[config.mk]
export PLATFORM = sky130hd
export DESIGN_NAME = line_fetcher_flat
export DESIGN_NICKNAME = d
export VERILOG_FILES = /design/src/sysbus_pkg.sv /design/src/sysbus_if.sv /design/src/line_fetcher.sv /design/src/flat_wrapper.sv
export SDC_FILE = /design/constraint.sdc
export NUM_CORES = 1
export LEC_CHECK = 0
export ABC_AREA = 1
export BUFFER_PORTS_ARGS = -buffer_cell sky130_fd_sc_hd__buf_2
export CAP_MARGIN = 20
export CORE_AREA = 3 3 289 291
export CTS_CLUSTER_SIZE = 20
export DETAILED_ROUTE_END_ITERATION = 16
export DIE_AREA = 0 0 292 294
export PLACE_DENSITY_LB_ADDON = 0.12
export SLEW_MARGIN = 25
export SYNTH_ARGS = -nofsm -noshare
export SYNTH_HDL_FRONTEND = slang
export SYNTH_SLANG_ARGS = --single-unit
[constraint.sdc]
create_clock -name clk -period 13.7 [get_ports clk]
set_clock_uncertainty 0.15 [all_clocks]
set_input_delay 2.055 -clock clk [delete_from_list [all_inputs] [get_ports clk]]
set_output_delay 2.055 -clock clk [all_outputs]
set_load 0.005 [all_outputs]
[src/sysbus_pkg.sv]
package sysbus_pkg;

    localparam int BUS_DATA_WIDTH = 64;
    localparam int BUS_TAG_WIDTH = 13;

    localparam int LINE_BEATS = 8;
    localparam int LINE_WIDTH = BUS_DATA_WIDTH * LINE_BEATS;
    localparam int LINE_OFFSET_BITS = 6;
    localparam int BEAT_BITS = $clog2(LINE_BEATS);
    localparam int WORD_OFFSET_BITS = $clog2(BUS_DATA_WIDTH / 8);

    localparam int MEM_LINES = 64;
    localparam int MEM_WORDS = MEM_LINES * LINE_BEATS;
    localparam int LINE_INDEX_BITS = $clog2(MEM_LINES);
    localparam int MEM_INDEX_BITS = $clog2(MEM_WORDS);

    localparam int MEM_LATENCY = 4;
    localparam int LAT_CNT_BITS = $clog2(MEM_LATENCY);
    // Request cycle and the capture edge eat two of the latency cycles.
    localparam logic [LAT_CNT_BITS-1:0] LAT_LOAD = LAT_CNT_BITS'(MEM_LATENCY - 2);

    typedef enum logic {
        SYSBUS_WRITE = 1'b0,
        SYSBUS_READ  = 1'b1
    } sysbus_op_e;             // Tag bit 12.

    typedef enum logic [3:0] {
        SYSBUS_MEMORY = 4'b0001,
        SYSBUS_MMIO   = 4'b0011
    } sysbus_dev_e;            // Tag bits 11 to 8.

    localparam logic [BUS_TAG_WIDTH-1:0] READ_MEM_TAG = {SYSBUS_READ, SYSBUS_MEMORY, 8'h00};

    typedef enum logic [2:0] {
        FETCH_IDLE,
        FETCH_ARB,
        FETCH_REQ,
        FETCH_WAIT,
        FETCH_RESP,
        FETCH_READY
    } fetch_state_e;

    typedef enum logic [1:0] {
        MEM_IDLE,
        MEM_LAT,
        MEM_STREAM
    } mem_state_e;

endpackage

[src/sysbus_if.sv]
`timescale 1ns/1ps

interface sysbus_if;

    // Request side, one cycle strobe.
    logic                                  reqcyc;
    logic [sysbus_pkg::BUS_DATA_WIDTH-1:0] req;     // Line address.
    logic [sysbus_pkg::BUS_TAG_WIDTH-1:0]  reqtag;

    // Response beats, held until acknowledged.
    logic                                  respcyc;
    logic [sysbus_pkg::BUS_DATA_WIDTH-1:0] resp;
    logic [sysbus_pkg::BUS_TAG_WIDTH-1:0]  resptag;
    logic                                  respack;

    modport master
    (
        output reqcyc,
        output req,
        output reqtag,
        output respack,
        input  respcyc,
        input  resp,
        input  resptag
    );

    modport slave
    (
        input  reqcyc,
        input  req,
        input  reqtag,
        input  respack,
        output respcyc,
        output resp,
        output resptag
    );

endinterface

[src/line_fetcher.sv]
`timescale 1ns/1ps

module line_fetcher
(
    input  logic                                  clk,
    input  logic                                  reset,
    input  logic                                  enable,
    input  logic [sysbus_pkg::BUS_DATA_WIDTH-1:0] addr,
    output logic                                  ready,
    output logic [sysbus_pkg::LINE_WIDTH-1:0]     line,
    output logic                                  arb_req,
    input  logic                                  arb_grant,
    sysbus_if.master                              bus
);

    sysbus_pkg::fetch_state_e state;
    sysbus_pkg::fetch_state_e state_next;

    logic [3:0]                            beat_cnt;
    logic [sysbus_pkg::BUS_DATA_WIDTH-1:0] line_addr;
    logic                                  client_idle;
    logic                                  beat_ok;
    logic                                  last_beat;

    // Client inputs only count while nothing is in flight.
    assign client_idle = (state == sysbus_pkg::FETCH_IDLE) ||
                         (state == sysbus_pkg::FETCH_READY);

    // Foreign tags are acked by respack but never stored.
    assign beat_ok = (state == sysbus_pkg::FETCH_RESP) && bus.respcyc &&
                     (bus.resptag == sysbus_pkg::READ_MEM_TAG);

    assign last_beat = (beat_cnt == sysbus_pkg::LINE_BEATS - 1);

    always_comb
    begin
        state_next = state;
        case (state)
            sysbus_pkg::FETCH_IDLE,
            sysbus_pkg::FETCH_READY:
            begin
                if (enable)
                    state_next = sysbus_pkg::FETCH_ARB;
            end
            sysbus_pkg::FETCH_ARB:
            begin
                if (arb_grant)
                    state_next = sysbus_pkg::FETCH_REQ;
            end
            sysbus_pkg::FETCH_REQ:
            begin
                state_next = sysbus_pkg::FETCH_WAIT;
            end
            sysbus_pkg::FETCH_WAIT:
            begin
                if (bus.respcyc)
                    state_next = sysbus_pkg::FETCH_RESP;
            end
            sysbus_pkg::FETCH_RESP:
            begin
                if (beat_ok && last_beat)
                    state_next = sysbus_pkg::FETCH_READY;
            end
            default:
            begin
                state_next = sysbus_pkg::FETCH_IDLE;
            end
        endcase
    end

    always_ff @(posedge clk)
    begin
        if (reset)
            state <= sysbus_pkg::FETCH_IDLE;
        else
            state <= state_next;
    end

    always_ff @(posedge clk)
    begin
        if (reset)
            beat_cnt <= '0;
        else if (state == sysbus_pkg::FETCH_REQ)
            beat_cnt <= '0;
        else if (beat_ok)
            beat_cnt <= beat_cnt + 4'd1;
    end

    always_ff @(posedge clk)
    begin
        if (client_idle && enable)
            line_addr <= {addr[sysbus_pkg::BUS_DATA_WIDTH-1:sysbus_pkg::LINE_OFFSET_BITS],
                          {sysbus_pkg::LINE_OFFSET_BITS{1'b0}}};
        if (beat_ok)
            line[beat_cnt[sysbus_pkg::BEAT_BITS-1:0] * sysbus_pkg::BUS_DATA_WIDTH +:
                 sysbus_pkg::BUS_DATA_WIDTH] <= bus.resp;   // Lowest word arrives first.
    end

    // Bus request is dropped as soon as the line is complete.
    assign arb_req = (state == sysbus_pkg::FETCH_ARB)  ||
                     (state == sysbus_pkg::FETCH_REQ)  ||
                     (state == sysbus_pkg::FETCH_WAIT) ||
                     (state == sysbus_pkg::FETCH_RESP);

    assign bus.reqcyc  = (state == sysbus_pkg::FETCH_REQ);
    assign bus.req     = line_addr;
    assign bus.reqtag  = sysbus_pkg::READ_MEM_TAG;
    assign bus.respack = (state == sysbus_pkg::FETCH_RESP);

    assign ready = (state == sysbus_pkg::FETCH_READY);

endmodule

[src/flat_wrapper.sv]
// flat-port wrapper written by rule: the top's interface ports become plain ports
module line_fetcher_flat 
  (clk, reset, enable, addr, ready, line, arb_req, arb_grant, bus_reqcyc, bus_req, bus_reqtag, bus_respack, bus_respcyc, bus_resp, bus_resptag);
  sysbus_if bus_i ();
  input  logic clk;
  input  logic reset;
  input  logic enable;
  input  logic [sysbus_pkg::BUS_DATA_WIDTH-1:0] addr;
  output logic ready;
  output logic [sysbus_pkg::LINE_WIDTH-1:0] line;
  output logic arb_req;
  input  logic arb_grant;
  output wire logic [$bits(bus_i.reqcyc)-1:0] bus_reqcyc;
  output wire logic [$bits(bus_i.req)-1:0] bus_req;
  output wire logic [$bits(bus_i.reqtag)-1:0] bus_reqtag;
  output wire logic [$bits(bus_i.respack)-1:0] bus_respack;
  input wire logic [$bits(bus_i.respcyc)-1:0] bus_respcyc;
  input wire logic [$bits(bus_i.resp)-1:0] bus_resp;
  input wire logic [$bits(bus_i.resptag)-1:0] bus_resptag;
  assign bus_reqcyc = bus_i.reqcyc;
  assign bus_req = bus_i.req;
  assign bus_reqtag = bus_i.reqtag;
  assign bus_respack = bus_i.respack;
  assign bus_i.respcyc = bus_respcyc;
  assign bus_i.resp = bus_resp;
  assign bus_i.resptag = bus_resptag;
  line_fetcher u_core (.clk(clk), .reset(reset), .enable(enable), .addr(addr), .ready(ready), .line(line), .arb_req(arb_req), .arb_grant(arb_grant), .bus(bus_i));
endmodule
; ---- Yosys cells after proc, flatten, opt, wreduce, memory -nomap -nowiden
; Cells that the tools add are included.
[word_totals]
out_inout_bits = 593
reg_bits = 577
in_bits = 146
wordCells = 37
[classes]
shifts = 2
add_sub_neg = 2
mux = 6
reduce_logical = 12
n_eq_ne = 11
[op_table]
columns = cell, count
row1 = $bwmux 512, 1
row2 = $shift 64x34->512 const A, 1
row3 = $shiftx 64x34->512, 1
row4 = $neg 9->34, 1
row5 = $pmux 3 s5, 1
row6 = $eq 13x13->1 const B, 1
row7 = $mux 3, 4
row8 = $eq 3x2->1 const B, 2
row9 = $eq 3x3->1 const B, 2
row10 = $ne 2x2->1 const B, 3
row11 = $add 4x1->4 const B, 1
row12 = $eq 4x3->1 const B, 1
row13 = $logic_and 1x1->1, 4
row14 = $logic_or 1x1->1, 4
row15 = $reduce_and 4->1, 1
row16 = $reduce_or 2->1, 2
row17 = $eq 3x1->1 const B, 1
row18 = $logic_not 3->1, 1
row19 = $ne 2x1->1 const B, 1

; ---- Longest topological paths before layout
[depth]
ltp_word = 6
ltp_mapped = 12
depth_no_buf = 9

; ---- Worst setup path before layout
; OpenSTA, ideal clock, no wires.
[synth_path]
kind = in2reg
from = input port bus_resptag[12]
to = register u_core.line[320] (netlist name), enable pin
stages = 8
n_path_buf = 0
t_required_ns = 13.064
t_arrival_ns = 5.322
path_slack_ns = 7.742
path_cell_list = inv_1 nor2_1 nand3_1 nor2_1 nand3_1 inv_1 nand2_1 nor2_1
[synth_between]
elab_chain_cells = 2
[synth_lines]
columns = element, line
row1 = "start, declared", flat_wrapper.sv:19  ; input wire logic [$bits(bus_i.resptag)-1:0] bus_resptag;
row2 = $eq 13x13->1, line_fetcher.sv:31  ; (bus.resptag == sysbus_pkg::READ_MEM_TAG);
row3 = $logic_and 1x1->1, line_fetcher.sv:30  ; assign beat_ok = (state == sysbus_pkg::FETCH_RESP) && bus.respcyc &&
row4 = "end, declared", line_fetcher.sv:10  ; output logic [sysbus_pkg::LINE_WIDTH-1:0] line,
; Every way passes these cells.
; A chain may end at the register's enable or synchronous reset.

==> flow_summary.toml <==
[grt]
antenna_found_initial = 6
first_global_vias = 15430
globalRouteOverflowTotal = 0
grt_pass1_wl_um = 124600
grt_usage_pct = 20.86
grt_max_degree = 71

[yosys]
synth.distinct_cells = 26
synth-main-ff-cell = "edfxtp_1"
synth_area_leader_cell = "edfxtp_1"
syn_avg_cell_area_um2 = 13.47
synth_edf_count = 570
yosysMostFrequentCell = "edfxtp_1"
yosys-top-cells-area = "edfxtp_1, nor2_1, nand2_1"
synth_area_mm2 = 0.02145
synth_common_cells = "edfxtp_1, nor2_1, nand2_1"
synth_top_area_share_pct = 79.79
ys_ff_latch = 577
async_flop_share_pct = 0
yosysSeqAreaShare_pct = 80.45
syn_inst = 1592
ys_warn_count = 0

[layout]
drive_above_1_share_pct = 36.34
area_growth_pct = 32.23
fillers = 8101
area.sequential_mm2 = 0.01726
fin_util_pct = 35.10
multiInputGateArea_mm2 = 0.003371
fin_nets = 2467

[clocking]
cts.sinks = 577
post-cts-setup-buffers = 0
cts_tree = "yes"
cts_root_buf = "clkbuf_16"
post_cts_resized = 0
clk_pin_slew_worst_paths_ps = 50
clockBufferDepth = 3
cts_hold_buf = 0
numCtsBuffers = 70
worstSkewPairLatency_ps = 590
htree_levels = 3

[routing]
drt_pass1_iterations = 5
drt_iter0_markers = 1101
routed_wl_um = 92500
drt.antenna.violating_nets = 0
via_per_inst = 4.406
wire_per_inst_um = 27.02
drc = 0
num_vias = 15080

[setup_path]
arrival_ps = 4790
crit_path_max_fanout = 67
worstSetupStartpointType = "flop"
setup.worst_path.class = "reg -> reg"
cp-end-kind = "flop"
worstPathRequired_ps = 13760

[placed_design]
hpwl_um = 64610
place_congestion = 0.8198
port_buffers = 713

[run_status]
status = "finished clean"

[sta]
final_hold_viol_count = 0
drv_slew = 0
setup_tns_ps = 0
rsz0062_at_grt = "false"
fmax_mhz = 211.5
setup_viol = 0
min_period_ps = 4729
fin_crit_sh_pct = 34.52
relSlewSlack_pct = 30.70
worstMarginPinSlew_ps = 1039

[die]
dieArea_mm2 = 0.08585
rows = 104
start_util_pct = 26.55
fp.dieW_um = 292
num_io_pins = 739
core_mm2 = 0.08081
die_h_um = 294

[power]
ir_drop_mv = 0.08056
leakagePower_nw = 11.56
power.density_mw_per_mm2 = 139.8

[worst_hold_path]
hold_path_class = "reg -> reg"

[run]
drv_cap = 0
-- power by group --
part	total (mW)	leakage (nW)	switching [mW]	internal [mW]
Sequential	1.99	5.76	0.0128	1.98
Clock	1.77	1.03	0.739	1.03
Combinational	0.204	4.76	0.141	0.0625
Total	3.97	11.6	0.893	3.07
-- cells in the final DEF, fill, tap and decap left out, types with 3 or more instances in the layout --
cell type,instances
a21oi_1,8
buf_16,4
buf_2,713
buf_4,15
buf_6,3
bufinv_16,4
clkbuf_1,20
clkbuf_16,71
clkinv_1,9
clkinv_2,6
clkinv_4,3
conb_1,19
dfxtp_1,6
edfxtp_1,570
inv_1,107
inv_2,3
nand2_1,151
nand3_1,53
nor2_1,551
nor2_2,12
nor2_4,10
o21ai_0,5
-- kinds of logic (layout without fill, tap and decap cells) --
logic type                 Yosys count  in the layout  synth area share (%)
buffers and inverters              211            963                 4.661
and+or+nand+nor                    786            786                 14.38
DFF                                577            577                 80.45
other                                2             21               0.03501
adders and majority gates            3              3                0.1750
AOI/OAI and AO/OA                   13             13                0.3033
-- final timing paths --
check,slack [ps],end,from,depth (start not counted)
worst min register to register,350,u_core.beat_cnt[3],u_core.beat_cnt[3],2
worst min-delay path,350,u_core.beat_cnt[3],u_core.beat_cnt[3],2
worst max-delay path,8970,u_core.line[317],u_core.beat_cnt[0],13
worst max register to register,8970,u_core.line[317],u_core.beat_cnt[0],13
-- state kept, by name, summed over array words and instances, names as in the netlist --
register,cells
u_core.bus.req,58
u_core.state,3
u_core.beat_cnt,4
u_core.line,512
-- per-stage QoR --
step / setup WS, ps / area, um^2 / power (mW) / hold WS [ps] / std cells
after floorplan: 7742 / 21510 / 2.109 / 311.5 / 1609
after global placement: 7940 / 26090 / 2.234 / 329.2 / 3302
after detailed placement: 8427 / 26180 / 2.240 / 341.4 / 3305
after CTS: 8702 / 28330 / 4.024 / 351.3 / 3420
after global routing: 8593 / 28360 / 4.105 / 406.8 / 3421
final: 8971 / 28360 / 3.967 / 347.4 / 3423
-- critical path: stages, from the launching register on --
cell and delay [ps]:
dfxtp_4 620, inv_1 200, ha_4 210, ha_4 870
inv_2 80, nor2_2 180, clkinv_2 60, buf_4 350
nor2_2 290, nand2_4 50, buf_4 250, buf_16 250
nor2_4 170, buf_4 540
-- layer usage --
metal / vias to the layer above / track usage [%] / share of wire [%] / wire length (um)
met4: 0 / 9.380 / 4.7 / 4311
met2: 660 / 35.21 / 49 / 45530
met3: 150 / 5.434 / 7.5 / 6937
met5: - / 0 / 0 / 0
met1: 7540 / 25.13 / 39 / 35720
li1: 6733 / - / - / -
-- layout make-up --
class	instances	area share (%)
multi-input cells	821	11.88
inverters	113	1.509
clock buffers	91	6.529
diodes	2	0.01765
well taps	1060	4.676
clock inverters	24	1.045
flip-flops and latches	577	60.85
repair buffers	735	13.49
(Power assumes the default switching activity.)
