### src/sysbus_pkg.sv
package sysbus_pkg;

    localparam int BUS_DATA_WIDTH = 64;
    localparam int BUS_TAG_WIDTH = 13;

    localparam int LINE_BEATS = 8;
    localparam int LINE_WIDTH = BUS_DATA_WIDTH * LINE_BEATS;
    localparam int LINE_OFFSET_BITS = 6;
    localparam int BEAT_BITS = $clog2(LINE_BEATS);
    localparam int WORD_OFFSET_BITS = $clog2(BUS_DATA_WIDTH / 8);

    localparam int MEM_LINES = 64;
    localparam int MEM_WORDS = MEM_LINES * LINE_BEATS;
    localparam int LINE_INDEX_BITS = $clog2(MEM_LINES);
    localparam int MEM_INDEX_BITS = $clog2(MEM_WORDS);

    localparam int MEM_LATENCY = 4;
    localparam int LAT_CNT_BITS = $clog2(MEM_LATENCY);
    // Request cycle and the capture edge eat two of the latency cycles.
    localparam logic [LAT_CNT_BITS-1:0] LAT_LOAD = LAT_CNT_BITS'(MEM_LATENCY - 2);

    typedef enum logic {
        SYSBUS_WRITE = 1'b0,
        SYSBUS_READ  = 1'b1
    } sysbus_op_e;             // Tag bit 12.

    typedef enum logic [3:0] {
        SYSBUS_MEMORY = 4'b0001,
        SYSBUS_MMIO   = 4'b0011
    } sysbus_dev_e;            // Tag bits 11 to 8.

    localparam logic [BUS_TAG_WIDTH-1:0] READ_MEM_TAG = {SYSBUS_READ, SYSBUS_MEMORY, 8'h00};

    typedef enum logic [2:0] {
        FETCH_IDLE,
        FETCH_ARB,
        FETCH_REQ,
        FETCH_WAIT,
        FETCH_RESP,
        FETCH_READY
    } fetch_state_e;

    typedef enum logic [1:0] {
        MEM_IDLE,
        MEM_LAT,
        MEM_STREAM
    } mem_state_e;

endpackage

### src/sysbus_if.sv
`timescale 1ns/1ps

interface sysbus_if;

    // Request side, one cycle strobe.
    logic                                  reqcyc;
    logic [sysbus_pkg::BUS_DATA_WIDTH-1:0] req;     // Line address.
    logic [sysbus_pkg::BUS_TAG_WIDTH-1:0]  reqtag;

    // Response beats, held until acknowledged.
    logic                                  respcyc;
    logic [sysbus_pkg::BUS_DATA_WIDTH-1:0] resp;
    logic [sysbus_pkg::BUS_TAG_WIDTH-1:0]  resptag;
    logic                                  respack;

    modport master
    (
        output reqcyc,
        output req,
        output reqtag,
        output respack,
        input  respcyc,
        input  resp,
        input  resptag
    );

    modport slave
    (
        input  reqcyc,
        input  req,
        input  reqtag,
        input  respack,
        output respcyc,
        output resp,
        output resptag
    );

endinterface

### src/bus_arbiter.sv
`timescale 1ns/1ps

module bus_arbiter
(
    input  logic     clk,
    input  logic     reset,
    input  logic     req_i,
    input  logic     req_d,
    output logic     grant_i,
    output logic     grant_d,
    sysbus_if.slave  ifetch,
    sysbus_if.slave  dfetch,
    sysbus_if.master mem
);

    logic next_i;
    logic next_d;
    logic last_d;      // High when dfetch held the bus last.

    always_comb
    begin
        next_i = grant_i && req_i;     // Owner keeps the bus until it lets go.
        next_d = grant_d && req_d;
        if (!next_i && !next_d)
        begin
            if (req_i && req_d)
            begin
                next_i = last_d;
                next_d = !last_d;
            end
            else
            begin
                next_i = req_i;
                next_d = req_d;
            end
        end
    end

    always_ff @(posedge clk)
    begin
        if (reset)
        begin
            grant_i <= 1'b0;
            grant_d <= 1'b0;
            last_d  <= 1'b0;
        end
        else
        begin
            grant_i <= next_i;
            grant_d <= next_d;
            if (next_i)
                last_d <= 1'b0;
            else if (next_d)
                last_d <= 1'b1;
        end
    end

    always_comb
    begin
        mem.reqcyc  = 1'b0;
        mem.req     = '0;
        mem.reqtag  = '0;
        mem.respack = 1'b0;

        // Data fans out to both, only the owner sees respcyc.
        ifetch.resp    = mem.resp;
        ifetch.resptag = mem.resptag;
        ifetch.respcyc = 1'b0;
        dfetch.resp    = mem.resp;
        dfetch.resptag = mem.resptag;
        dfetch.respcyc = 1'b0;

        if (grant_i)
        begin
            mem.reqcyc     = ifetch.reqcyc;
            mem.req        = ifetch.req;
            mem.reqtag     = ifetch.reqtag;
            mem.respack    = ifetch.respack;
            ifetch.respcyc = mem.respcyc;
        end
        else if (grant_d)
        begin
            mem.reqcyc     = dfetch.reqcyc;
            mem.req        = dfetch.req;
            mem.reqtag     = dfetch.reqtag;
            mem.respack    = dfetch.respack;
            dfetch.respcyc = mem.respcyc;
        end
    end

endmodule

### src/flat_wrapper.sv
// flat-port wrapper written by rule: the top's interface ports become plain ports
module bus_arbiter_flat 
  (clk, reset, req_i, req_d, grant_i, grant_d, ifetch_reqcyc, ifetch_req, ifetch_reqtag, ifetch_respack, ifetch_respcyc, ifetch_resp, ifetch_resptag, dfetch_reqcyc, dfetch_req, dfetch_reqtag, dfetch_respack, dfetch_respcyc, dfetch_resp, dfetch_resptag, mem_reqcyc, mem_req, mem_reqtag, mem_respack, mem_respcyc, mem_resp, mem_resptag);
  sysbus_if ifetch_i ();
  sysbus_if dfetch_i ();
  sysbus_if mem_i ();
  input  logic clk;
  input  logic reset;
  input  logic req_i;
  input  logic req_d;
  output logic grant_i;
  output logic grant_d;
  input wire logic [$bits(ifetch_i.reqcyc)-1:0] ifetch_reqcyc;
  input wire logic [$bits(ifetch_i.req)-1:0] ifetch_req;
  input wire logic [$bits(ifetch_i.reqtag)-1:0] ifetch_reqtag;
  input wire logic [$bits(ifetch_i.respack)-1:0] ifetch_respack;
  output wire logic [$bits(ifetch_i.respcyc)-1:0] ifetch_respcyc;
  output wire logic [$bits(ifetch_i.resp)-1:0] ifetch_resp;
  output wire logic [$bits(ifetch_i.resptag)-1:0] ifetch_resptag;
  input wire logic [$bits(dfetch_i.reqcyc)-1:0] dfetch_reqcyc;
  input wire logic [$bits(dfetch_i.req)-1:0] dfetch_req;
  input wire logic [$bits(dfetch_i.reqtag)-1:0] dfetch_reqtag;
  input wire logic [$bits(dfetch_i.respack)-1:0] dfetch_respack;
  output wire logic [$bits(dfetch_i.respcyc)-1:0] dfetch_respcyc;
  output wire logic [$bits(dfetch_i.resp)-1:0] dfetch_resp;
  output wire logic [$bits(dfetch_i.resptag)-1:0] dfetch_resptag;
  output wire logic [$bits(mem_i.reqcyc)-1:0] mem_reqcyc;
  output wire logic [$bits(mem_i.req)-1:0] mem_req;
  output wire logic [$bits(mem_i.reqtag)-1:0] mem_reqtag;
  output wire logic [$bits(mem_i.respack)-1:0] mem_respack;
  input wire logic [$bits(mem_i.respcyc)-1:0] mem_respcyc;
  input wire logic [$bits(mem_i.resp)-1:0] mem_resp;
  input wire logic [$bits(mem_i.resptag)-1:0] mem_resptag;
  assign ifetch_i.reqcyc = ifetch_reqcyc;
  assign ifetch_i.req = ifetch_req;
  assign ifetch_i.reqtag = ifetch_reqtag;
  assign ifetch_i.respack = ifetch_respack;
  assign ifetch_respcyc = ifetch_i.respcyc;
  assign ifetch_resp = ifetch_i.resp;
  assign ifetch_resptag = ifetch_i.resptag;
  assign dfetch_i.reqcyc = dfetch_reqcyc;
  assign dfetch_i.req = dfetch_req;
  assign dfetch_i.reqtag = dfetch_reqtag;
  assign dfetch_i.respack = dfetch_respack;
  assign dfetch_respcyc = dfetch_i.respcyc;
  assign dfetch_resp = dfetch_i.resp;
  assign dfetch_resptag = dfetch_i.resptag;
  assign mem_reqcyc = mem_i.reqcyc;
  assign mem_req = mem_i.req;
  assign mem_reqtag = mem_i.reqtag;
  assign mem_respack = mem_i.respack;
  assign mem_i.respcyc = mem_respcyc;
  assign mem_i.resp = mem_resp;
  assign mem_i.resptag = mem_resptag;
  bus_arbiter u_core (.clk(clk), .reset(reset), .req_i(req_i), .req_d(req_d), .grant_i(grant_i), .grant_d(grant_d), .ifetch(ifetch_i), .dfetch(dfetch_i), .mem(mem_i));
endmodule
### config.mk
export PLATFORM = sky130hd
export DESIGN_NAME = bus_arbiter_flat
export DESIGN_NICKNAME = d
export VERILOG_FILES = /design/src/sysbus_pkg.sv /design/src/sysbus_if.sv /design/src/bus_arbiter.sv /design/src/flat_wrapper.sv
export SDC_FILE = /design/constraint.sdc
export NUM_CORES = 1
export LEC_CHECK = 0
export BUFFER_PORTS_ARGS = -buffer_cell sky130_fd_sc_hd__clkbuf_2
export CAP_MARGIN = 40
export CORE_AREA = 8 8 179 181
export DETAILED_ROUTE_END_ITERATION = 12
export DIE_AREA = 0 0 187 189
export SETUP_SLACK_MARGIN = 0.3
export SKIP_LAST_GASP = 1
export SYNTH_ARGS = -nofsm -noshare
export SYNTH_HDL_FRONTEND = slang
export SYNTH_SLANG_ARGS = --single-unit
### constraint.sdc
create_clock -name clk -period 1.15 [get_ports clk]
set_clock_uncertainty 0.05 [all_clocks]
set_input_delay 0.1725 -clock clk [delete_from_list [all_inputs] [get_ports clk]]
set_output_delay 0.1725 -clock clk [all_outputs]
set_load 0.1 [all_outputs]
# Word level (Yosys, flattened, before mapping)
# Index checks and enable logic that the tools add are counted.
[op_classes] n_addsub=0 multipliers=0 div=0 magnitude_cmp=0 eq_ne=0 shifts=0 mux=15 n_bitwise=0 reduce_logical=8
[op_table] cell="2-to-1 mux 64 bit" n=2
[op_table] cell="2-to-1 mux 13 bit" n=2
[op_table] cell="2-to-1 mux 1 bit" n=11
[op_table] cell="logical AND 1 bit" n=4
[op_table] cell="logical NOT 1 bit" n=3
[op_table] cell="OR reduction 2 bit" n=1
[totals] reg_bits=3 latch_bits=0 mem_bits_rw=0 mem_bits_ro=0 in_bits=240 out_inout_bits=237 word_cells=26 mem_count=0

# Logic depth before layout (Yosys ltp)
# Gate-level depths: netlist of the first run.
[logic_depth] word_depth=5 mapped_depth=5 ltp_nobuf=3

# Least setup slack after synthesis of the first run
# No wires, ideal clock.
[synth_path] kind="register to output" start="register u_core.grant_i" end="output mem_reqtag[10]" arrival_time_ns=3.291 required_time_ns=0.928 slack_ns=-2.364 stages_incl_launch_ff=4 n_path_buf=2 cell_sequence="dfxtp_1 buf_2 buf_2 o21ai_0"
[synth_between] elab_chain_cells=1
[synth_lines] element="start: declaration" line_no="bus_arbiter.sv:9" source="output logic grant_i,"
[synth_lines] element="start signal: assignment" line_no="bus_arbiter.sv:49" source="grant_i <= next_i;"
[synth_lines] element="2-to-1 mux 13 bit" line_no="bus_arbiter.sv:73" source="if (grant_i)"
[synth_lines] element="end: declaration" line_no="flat_wrapper.sv:29" source="output wire logic [$bits(mem_i.reqtag)-1:0] mem_reqtag;"
# No other way between the ends.

# Worst setup path after layout of the first run
[layout_path] start="register u_core.grant_i" end="output mem_req[58]"
[layout_between] elab_chain_cells=1
[layout_lines] element="2-to-1 mux 64 bit" line_no="bus_arbiter.sv:73"
[layout_lines] element="end: declaration" line_no="flat_wrapper.sv:28" source="output wire logic [$bits(mem_i.req)-1:0] mem_req;"
# No other way between the ends.

==> flow_metrics.py, run 1 <==
metrics = {
    "sta": {
        "final_hold_viol_count": 0,
        "fmax_mhz": 599,
        "finalSetupViolations": 84,
        "tightest_slew_ns": 0.181,
        "timing.final.ws_setup_ns": -0.521,
        "period_share_pct": 145,
        "whs_ns": 0.118,
        "drv_slew": 0,
        "fin_setup_tns_ns": -38.54,
        "slew-limit-headroom_pct": 88.0,
        "finalCriticalPeriod_ns": 1.67,
        "rsz0062_at_grt": "yes",
    },
    "critical_path": {
        "path_buf_inv": 3,
        "r2r_end": "u_core.last_d$_SDFFE_PP0P_",
        "cp_max_fo": 9,
        "end_kind": "output port",
        "rrSetupSlack_ns": -0.04,
        "start_kind": "flip-flop",
        "path_class": "reg2out",
        "crit-reg2reg-launch": "u_core.grant_i$_SDFF_PP0_",
        "path_cells": "buf_12 > bufbuf_16 > a22o_4 > buf_12",
        "worst_path_max_delay_cell": "dfxtp_4",
        "arrival_ns": 1.45,
        "max_stage_delay_ns": 0.35,
        "crit_path_frequent_cell": "buf_12",
        "worst_r2r_path_depth": 5,
        "worst_ep_required_time_ns": 0.93,
        "crit_family": "buffers and inverters",
    },
    "drt": {
        "postRouteAntennaNets": 0,
        "avgViaCountPerCell": 3.08,
        "first_pass_iters": 2,
        "drt_iter0_markers": 29,
        "drc": 0,
        "wl_per_cell_um": 16.9,
        "vias": 2384,
        "drt_wl_total_mm": 13.0,
    },
    "yosys": {
        "yosysUniqueCellTypes": 17,
        "syn_avg_cell_area_um2": 7.80,
        "synth_area_um2": 2080,
        "ys_warn_count": 0,
        "synth-seq-area-share_pct": 2.88,
        "netlist_instances": 267,
        "yosys_register_bits": 3,
        "synth.net_count": 507,
    },
    "global_route": {
        "globalRouteOverflowTotal": 0,
        "grt_use_total_pct": 6.52,
        "antenna_found_initial": 0,
        "grt_max_degree": 23,
        "grt_pass1_wl_mm": 17.8,
        "grt_pass1_vias": 2738,
    },
    "cts": {
        "htreeDepth": 1,
        "cts_made_buffers": 3,
        "cts_tree": "built",
        "clk_latency_ns": 0.22,
        "clockBufferDepth": 2,
        "clkSinkCount": 3,
        "root_buffer": "clkbuf_16",
        "cts.clk_slew.worst_paths_ns": 0.03,
        "ctsHoldBuffers": 0,
    },
    "placed_design": {
        "place_ws_ns": -0.291,
        "io_buffers": 245,
        "place_congestion": 0.680,
        "dpl.hpwl_mm": 11.1,
        "place_area_um2": 4760,
    },
    "min_path": {
        "hold_path_class": "in2reg",
        "holdPathEnd": "u_core.grant_i$_SDFF_PP0_",
        "min-delay-start": "reset",
        "worstHoldPathCells": 2,
    },
    "final_layout": {
        "area_growth_pct": 149,
        "fillerInstances": 3208,
        "design_area_um2": 5190,
        "drive_above_1_share_pct": 97.9,
        "diodes": 0,
        "post-route-util_pct": 17.7,
        "fin_nets": 624,
    },
    "pwr": {
        "cellPowerDensity_nw_per_um2": 842,
        "leakage_nw": 2.49,
        "ir_worst_vdd_uv": 282,
    },
    "die": {
        "core_um2": 29200,
        "fp.dieArea_um2": 35300,
        "start_util_pct": 7.12,
        "ioPinCount": 477,
        "die_h_um": 189,
        "num_rows": 63,
        "chipWidth_um": 187,
    },
    "run_status": {
        "violations": "negative setup slack",
        "status": "finished, violations left",
    },
    "flow_run": {
        "drv_cap": 0,
    },
}
final cells by class:
cell class / count / area [µm²] / area share (%)
flip-flops and latches: 3 / 67.6 / 1.30
inverters: 2 / 10.0 / 0.193
well taps: 390 / 488 / 9.41
multi-input cells: 91 / 1480 / 28.6
clock buffers: 4 / 78.8 / 1.52
repair buffers: 283 / 3060 / 59.0
synthesized netlist by cell type, drive strengths merged:
| library cell | count | area [µm²] |
|---|---|---|
| o211ai | 1 | 7.51 |
| dfxtp | 3 | 60.1 |
| a22o | 78 | 683 |
| nand2 | 2 | 7.51 |
| inv | 2 | 7.50 |
| a21oi | 2 | 10.0 |
| o21ai | 1 | 5.00 |
| buf | 169 | 1240 |
| and2 | 2 | 12.5 |
| clkbuf | 2 | 7.51 |
| a211oi | 2 | 15.0 |
| and3b | 1 | 8.76 |
| nor2 | 1 | 11.3 |
| a21o | 1 | 7.51 |
metal layers:
layer  global-route usage, %  routed length, µm
met5                       0                  0
met4                    4.12                801
met3                    2.85               1480
met2                    11.8               6610
met1                    5.91               4160
placed cells by master, fill, tap and decap left out, types with 2 or more instances in the layout:
master	Yosys	layout
a211oi_2	0	2
a22o_4	0	78
and2_4	0	2
buf_12	0	85
buf_16	0	6
buf_4	155	13
buf_6	1	8
buf_8	0	4
clkbuf_16	0	7
clkbuf_2	0	162
dfxtp_4	0	2
through the flow:
stage	power, mW	instances
after global placement	3.67	755
after floorplan	4.77	267
after CTS	4.33	764
after global routing	4.52	773
final	4.37	773
after detailed placement	3.69	755
state kept, by name, indices dropped and copies added, names as in the netlist:
name,flops
u_core.grant_d,1
u_core.grant_i,1
u_core.last_d,1
power by group:
| group | switching (mW) | leakage (nW) | internal [mW] | total [mW] |
|---|---|---|---|---|
| Sequential | 0.00990 | 0.0262 | 0.110 | 0.120 |
| Combinational | 2.17 | 2.43 | 1.53 | 3.70 |
| Clock | 0.0882 | 0.0382 | 0.457 | 0.545 |
| Total | 2.27 | 2.49 | 2.10 | 4.37 |
worst max-delay path by stage:
stage / startpoint / end / slack, ns / cells past startpoint
floorplan: u_core.grant_d$_SDFF_PP0_ / dfetch_respcyc / -0.46 / 5
global placement: u_core.grant_d$_SDFF_PP0_ / mem_req[53] / -0.29 / 6
detailed placement: u_core.grant_d$_SDFF_PP0_ / mem_req[53] / -0.29 / 6
CTS: u_core.grant_i$_SDFF_PP0_ / mem_req[60] / -0.52 / 4
global route: u_core.grant_d$_SDFF_PP0_ / mem_req[30] / -0.57 / 6
finish: u_core.grant_i$_SDFF_PP0_ / mem_req[58] / -0.52 / 4
kinds of logic after synthesis:
group | synth area share [%]
AOI/OAI and AO/OA | 35.0
buffers and inverters | 60.2
DFF | 2.88
and+or+nand+nor | 1.92
timing repair:
action / in CTS / in global routing
resized for setup: 11 / 15
cloned: 3 / 4
buffers inserted: 2 / 5
pin swaps: 2 / 3
endpoints found under the setup margin: 86 / 86
No activity file was read; power rests on OpenSTA's default activity.
==> inputs of run 2 (changes only) <==
Settings changed: BUFFER_PORTS_ARGS -buffer_cell sky130_fd_sc_hd__clkbuf_2 to -buffer_cell sky130_fd_sc_hd__buf_2, SLEW_MARGIN set to 30.
==> flow_metrics.py, run 2 (synthesis gave the netlist of run 1 again) <==
metrics = {
    "final_layout": {
        "layout_common_cells": "162 x buf_2, 88 x buf_12, 78 x a22o_4",
        "post-route-util_pct": 16.8,
        "diodes": 0,
        "multiInputGateArea_um2": 1480,
        "reg_top3": "u_core.grant_d: 1 flops, u_core.grant_i: 1 flops, u_core.last_d: 1 flops",
        "ff_latch_area_um2": 67.6,
        "area_growth_pct": 135,
        "drive_above_1_share_pct": 97.3,
        "fin_nets": 614,
        "final_common_cell": "buf_2",
        "fillerInstances": 3210,
        "fin_cells": 763,
    },
    "drt": {
        "avgViaCountPerCell": 2.98,
        "postRouteAntennaNets": 0,
        "drt_wl_total_mm": 12.4,
        "drt_iter0_markers": 39,
        "drc": 0,
        "wl_per_cell_um": 16.3,
        "first_pass_iters": 4,
        "vias": 2270,
    },
    "critical_path": {
        "crit_path_frequent_cell": "buf_12",
        "start_kind": "flip-flop",
        "worst_path_max_delay_cell": "dfxtp_4",
        "max_stage_delay_ns": 0.34,
        "path_class": "reg2out",
        "path_cells": "inv_4 > nor2_4 > buf_12 > buf_16 > a22o_4 > buf_12",
        "arrival_ns": 1.39,
        "crit_family": "buffers and inverters",
        "end_kind": "output port",
        "crit_start": "u_core.grant_d$_SDFF_PP0_",
        "worst_ep_required_time_ns": 0.93,
        "path_buf_inv": 4,
        "crit-reg2reg-launch": "u_core.grant_d$_SDFF_PP0_",
        "cp_max_fo": 20,
    },
    "global_route": {
        "antenna_found_initial": 1,
        "grt_max_degree": 26,
        "grt_pass1_vias": 2751,
        "globalRouteOverflowTotal": 0,
        "grt_pass1_wl_mm": 17.8,
        "grt_use_total_pct": 6.52,
    },
    "die": {
        "fp.dieArea_um2": 35300,
        "die_h_um": 189,
        "core_um2": 29200,
        "ioPinCount": 477,
        "start_util_pct": 7.12,
        "chipWidth_um": 187,
        "num_rows": 63,
    },
    "sta": {
        "timing.final.ws_setup_ns": -0.464,
        "final_hold_viol_count": 0,
        "finalSetupViolations": 83,
        "fin_setup_tns_ns": -35.97,
        "drv_slew": 0,
        "slew-limit-headroom_pct": 86.9,
        "period_share_pct": 140,
        "tightest_slew_ns": 0.197,
        "fmax_mhz": 620,
        "rsz0062_at_grt": "yes",
        "finalCriticalPeriod_ns": 1.61,
    },
    "cts": {
        "htreeDepth": 1,
        "cts_tree": "built",
        "clkSinkCount": 3,
        "cts.clk_slew.worst_paths_ns": 0.03,
        "root_buffer": "clkbuf_16",
        "clockBufferDepth": 2,
        "clk_latency_ns": 0.23,
        "cts_made_buffers": 3,
    },
    "min_path": {
        "hold_path_class": "in2reg",
        "min-delay-start": "reset",
    },
    "pwr": {
        "leakage_nw": 2.34,
        "ir_worst_vdd_uv": 395,
        "cellPowerDensity_nw_per_um2": 864,
    },
    "run_status": {
        "status": "finished, violations left",
        "violations": "negative setup slack",
    },
    "placed_design": {
        "dpl.cell_count": 755,
        "dpl.hpwl_mm": 11.3,
        "io_buffers": 245,
        "place_congestion": 0.672,
    },
    "flow_run": {
        "drv_cap": 0,
    },
}
-- run 2: cell count changes in the layout (fill, tap and decap cells not counted), moves of 3 or more --
cell       delta
buf_16        -5
buf_6         -5
clkbuf_16     -4
buf_8         -4
buf_12        +3
clkbuf_2    -162
buf_2       +162
buf_4         +6
-- run 2: path summary, 6_finish.rpt --
kind / to / slack (ns) / cells after the start
hold / removal: u_core.last_d$_SDFFE_PP0P_ / 0.09 / 2
setup reg to reg: u_core.last_d$_SDFFE_PP0P_ / 0.07 / 5
setup / recovery: mem_req[53] / -0.46 / 6
hold reg to reg: u_core.grant_i$_SDFF_PP0_ / 0.56 / 2
-- run 2: area by class of cell --
cell class	count	share of cell area (%)
sequential	3	1.38
inverter	2	0.204
tap	390	9.95
multi-input combinational	91	30.3
clock buffer	4	1.61
timing repair buffer	273	56.6
-- run 2: routing by layer --
| metal | GRT usage, % | vias up | wire length, µm |
|---|---|---|---|
| met3 | 2.96 | 79 | 1480 |
| met4 | 4.40 | 2 | 817 |
| met5 | 0 | - | 13 |
| met1 | 5.75 | 967 | 3760 |
| li1 | - | 1008 | - |
| met2 | 11.8 | 214 | 6360 |
-- run 2: report_power, final --
part           switching [mW]  leakage [nW]  internal (mW)
Combinational            2.13          2.27           1.43
Sequential            0.00988        0.0262          0.110
Clock                   0.102        0.0382          0.458
-- run 2: metrics by stage --
stage	power, mW	hold slack, ns	area [µm²]	setup slack [ns]
6_report	4.24	0.0876	4900	-0.464
5_1_grt	4.38	0.0960	4900	-0.507
4_1_cts	4.30	0.0796	4900	-0.483
3_5_place_dp	3.70	0.296	4760	-0.241
3_3_place_gp	3.67	0.296	4760	-0.232
2_1_floorplan	4.77	0.191	2830	-0.458
-- run 2: timing repair --
item / 4_1_cts / 5_1_grt
gates resized for setup: 6 / 1
hold buffers: 0 / 0
pin swaps: 4 / 0
setup endpoints to repair: 86 / 86
buffers inserted: 4 / 0
==> inputs of run 3 (changes only) <==
Settings changed: PLACE_DENSITY set to 0.41.
==> flow_metrics.py, run 3 (synthesis gave the netlist of run 1 again) <==
metrics = {
    "flow_run": {
        "drv_cap": 0,
    },
    "sta": {
        "final_hold_viol_count": 0,
        "finalSetupViolations": 83,
        "drv_slew": 0,
        "tightest_slew_ns": 0.191,
        "period_share_pct": 140,
        "slew-limit-headroom_pct": 87.2,
        "timing.final.ws_setup_ns": -0.457,
        "fmax_mhz": 622,
        "whs_ns": 0.0918,
        "finalCriticalPeriod_ns": 1.61,
        "rsz0062_at_grt": "yes",
    },
    "die": {
        "ioPinCount": 477,
        "start_util_pct": 7.12,
        "chipWidth_um": 187,
        "fp.dieArea_um2": 35300,
        "die_h_um": 189,
        "num_rows": 63,
        "core_um2": 29200,
    },
    "cts": {
        "clockBufferDepth": 2,
        "clk_latency_ns": 0.23,
        "clkSinkCount": 3,
        "cts_tree": "built",
        "htreeDepth": 1,
        "cts_made_buffers": 3,
        "cts.clk_slew.worst_paths_ns": 0.03,
        "root_buffer": "clkbuf_16",
    },
    "critical_path": {
        "end_kind": "output port",
        "cp_max_fo": 21,
        "crit_start": "u_core.grant_i$_SDFF_PP0_",
        "crit-reg2reg-launch": "u_core.grant_i$_SDFF_PP0_",
        "worst_ep_required_time_ns": 0.93,
        "path_cells": "buf_12 > buf_12 > a22o_4 > buf_12",
        "max_stage_delay_ns": 0.35,
        "arrival_ns": 1.38,
        "crit_path_frequent_cell": "buf_12",
        "path_class": "reg2out",
        "worst_path_max_delay_cell": "dfxtp_4",
        "start_kind": "flip-flop",
    },
    "run_status": {
        "status": "finished, violations left",
        "violations": "negative setup slack",
    },
    "placed_design": {
        "dpl.cell_count": 759,
        "dpl.hpwl_mm": 11.1,
        "place_ws_ns": -0.254,
        "io_buffers": 245,
        "place_congestion": 0.654,
    },
    "global_route": {
        "globalRouteOverflowTotal": 0,
        "grt_pass1_wl_mm": 17.7,
        "antenna_found_initial": 0,
        "grt_max_degree": 23,
        "grt_use_total_pct": 6.52,
        "grt_pass1_vias": 2713,
    },
    "pwr": {
        "total_power_mw": 4.24,
        "leakage_nw": 2.35,
        "ir_worst_vdd_uv": 355,
        "cellPowerDensity_nw_per_um2": 862,
    },
    "final_layout": {
        "fin_nets": 617,
        "area_growth_pct": 136,
        "diodes": 0,
        "drive_above_1_share_pct": 96.8,
        "reg_top3": "u_core.grant_d: 1 flops, u_core.grant_i: 1 flops, u_core.last_d: 1 flops",
        "fillerInstances": 3239,
        "fin_cells": 766,
        "layout_common_cells": "162 x buf_2, 88 x buf_12, 78 x a22o_4",
        "post-route-util_pct": 16.8,
        "final_common_cell": "buf_2",
    },
    "drt": {
        "drt_wl_total_mm": 12.5,
        "postRouteAntennaNets": 0,
        "avgViaCountPerCell": 3.02,
        "drt_iter0_markers": 27,
        "dr.max_layer_used": "met4",
        "wl_per_cell_um": 16.3,
        "wl_met3_mm": 1.57,
        "first_pass_iters": 4,
        "drc": 0,
        "vias": 2311,
        "wl_met2_mm": 6.07,
        "routedLengthMet1_mm": 3.97,
    },
    "min_path": {
        "hold_path_class": "in2reg",
        "min-delay-start": "reset",
    },
}
==> run 3: worst paths after layout <==
check             depth (start not counted)  slack, ns                          to
setup / recovery                          4      -0.46                 mem_req[26]
hold / removal                            2       0.09   u_core.grant_i$_SDFF_PP0_
setup reg to reg                          3       0.09  u_core.last_d$_SDFFE_PP0P_
hold reg to reg                           2       0.52  u_core.last_d$_SDFFE_PP0P_
==> run 3: layout make-up <==
cell class / instances / area [µm²] / area share [%]
clock buffers: 4 / 78.8 / 1.60
multi-input cells: 91 / 1470 / 29.8
repair buffers: 276 / 2810 / 57.1
inverters: 2 / 10.0 / 0.203
well taps: 390 / 488 / 9.91
flip-flops and latches: 3 / 67.6 / 1.37
==> run 3: per-stage QoR <==
stage | instance area (µm²) | setup TNS (ns)
after global placement | 4790 | -17.59
after CTS | 4890 | -37.34
final | 4920 | -35.30
after detailed placement | 4790 | -17.73
after global routing | 4920 | -39.95
after floorplan | 2830 | -31.73
==> run 3: timing repair <==
item / CTS / global route
endpoints found under the setup margin: 86 / 86
hold endpoints to repair: 0 / 0
buffers inserted: 1 / 0
cloned: 0 / 2
resized for setup: 2 / 0
hold buffers: 0 / 0
==> run 3: layer usage <==
layer  global-route usage, %  vias up
met5                       0        -
met4                    5.01        0
met3                    3.15       79
met2                    11.3      209
met1                    5.84     1006
li1                        -     1017
==> run 3: report_power, final <==
part	switching, mW	total [mW]	internal (mW)
Combinational	2.13	3.57	1.44
Sequential	0.00756	0.118	0.110
Clock	0.101	0.559	0.458
Total	2.24	4.24	2.00
==> run 3: worst max-delay path, delay by kind of cell, from the launching register on <==
kind	cells	cell delay, ns
flip-flops	1	0.35
AO/OA/AOI/OAI	1	0.27
buffers and inverters	3	0.52
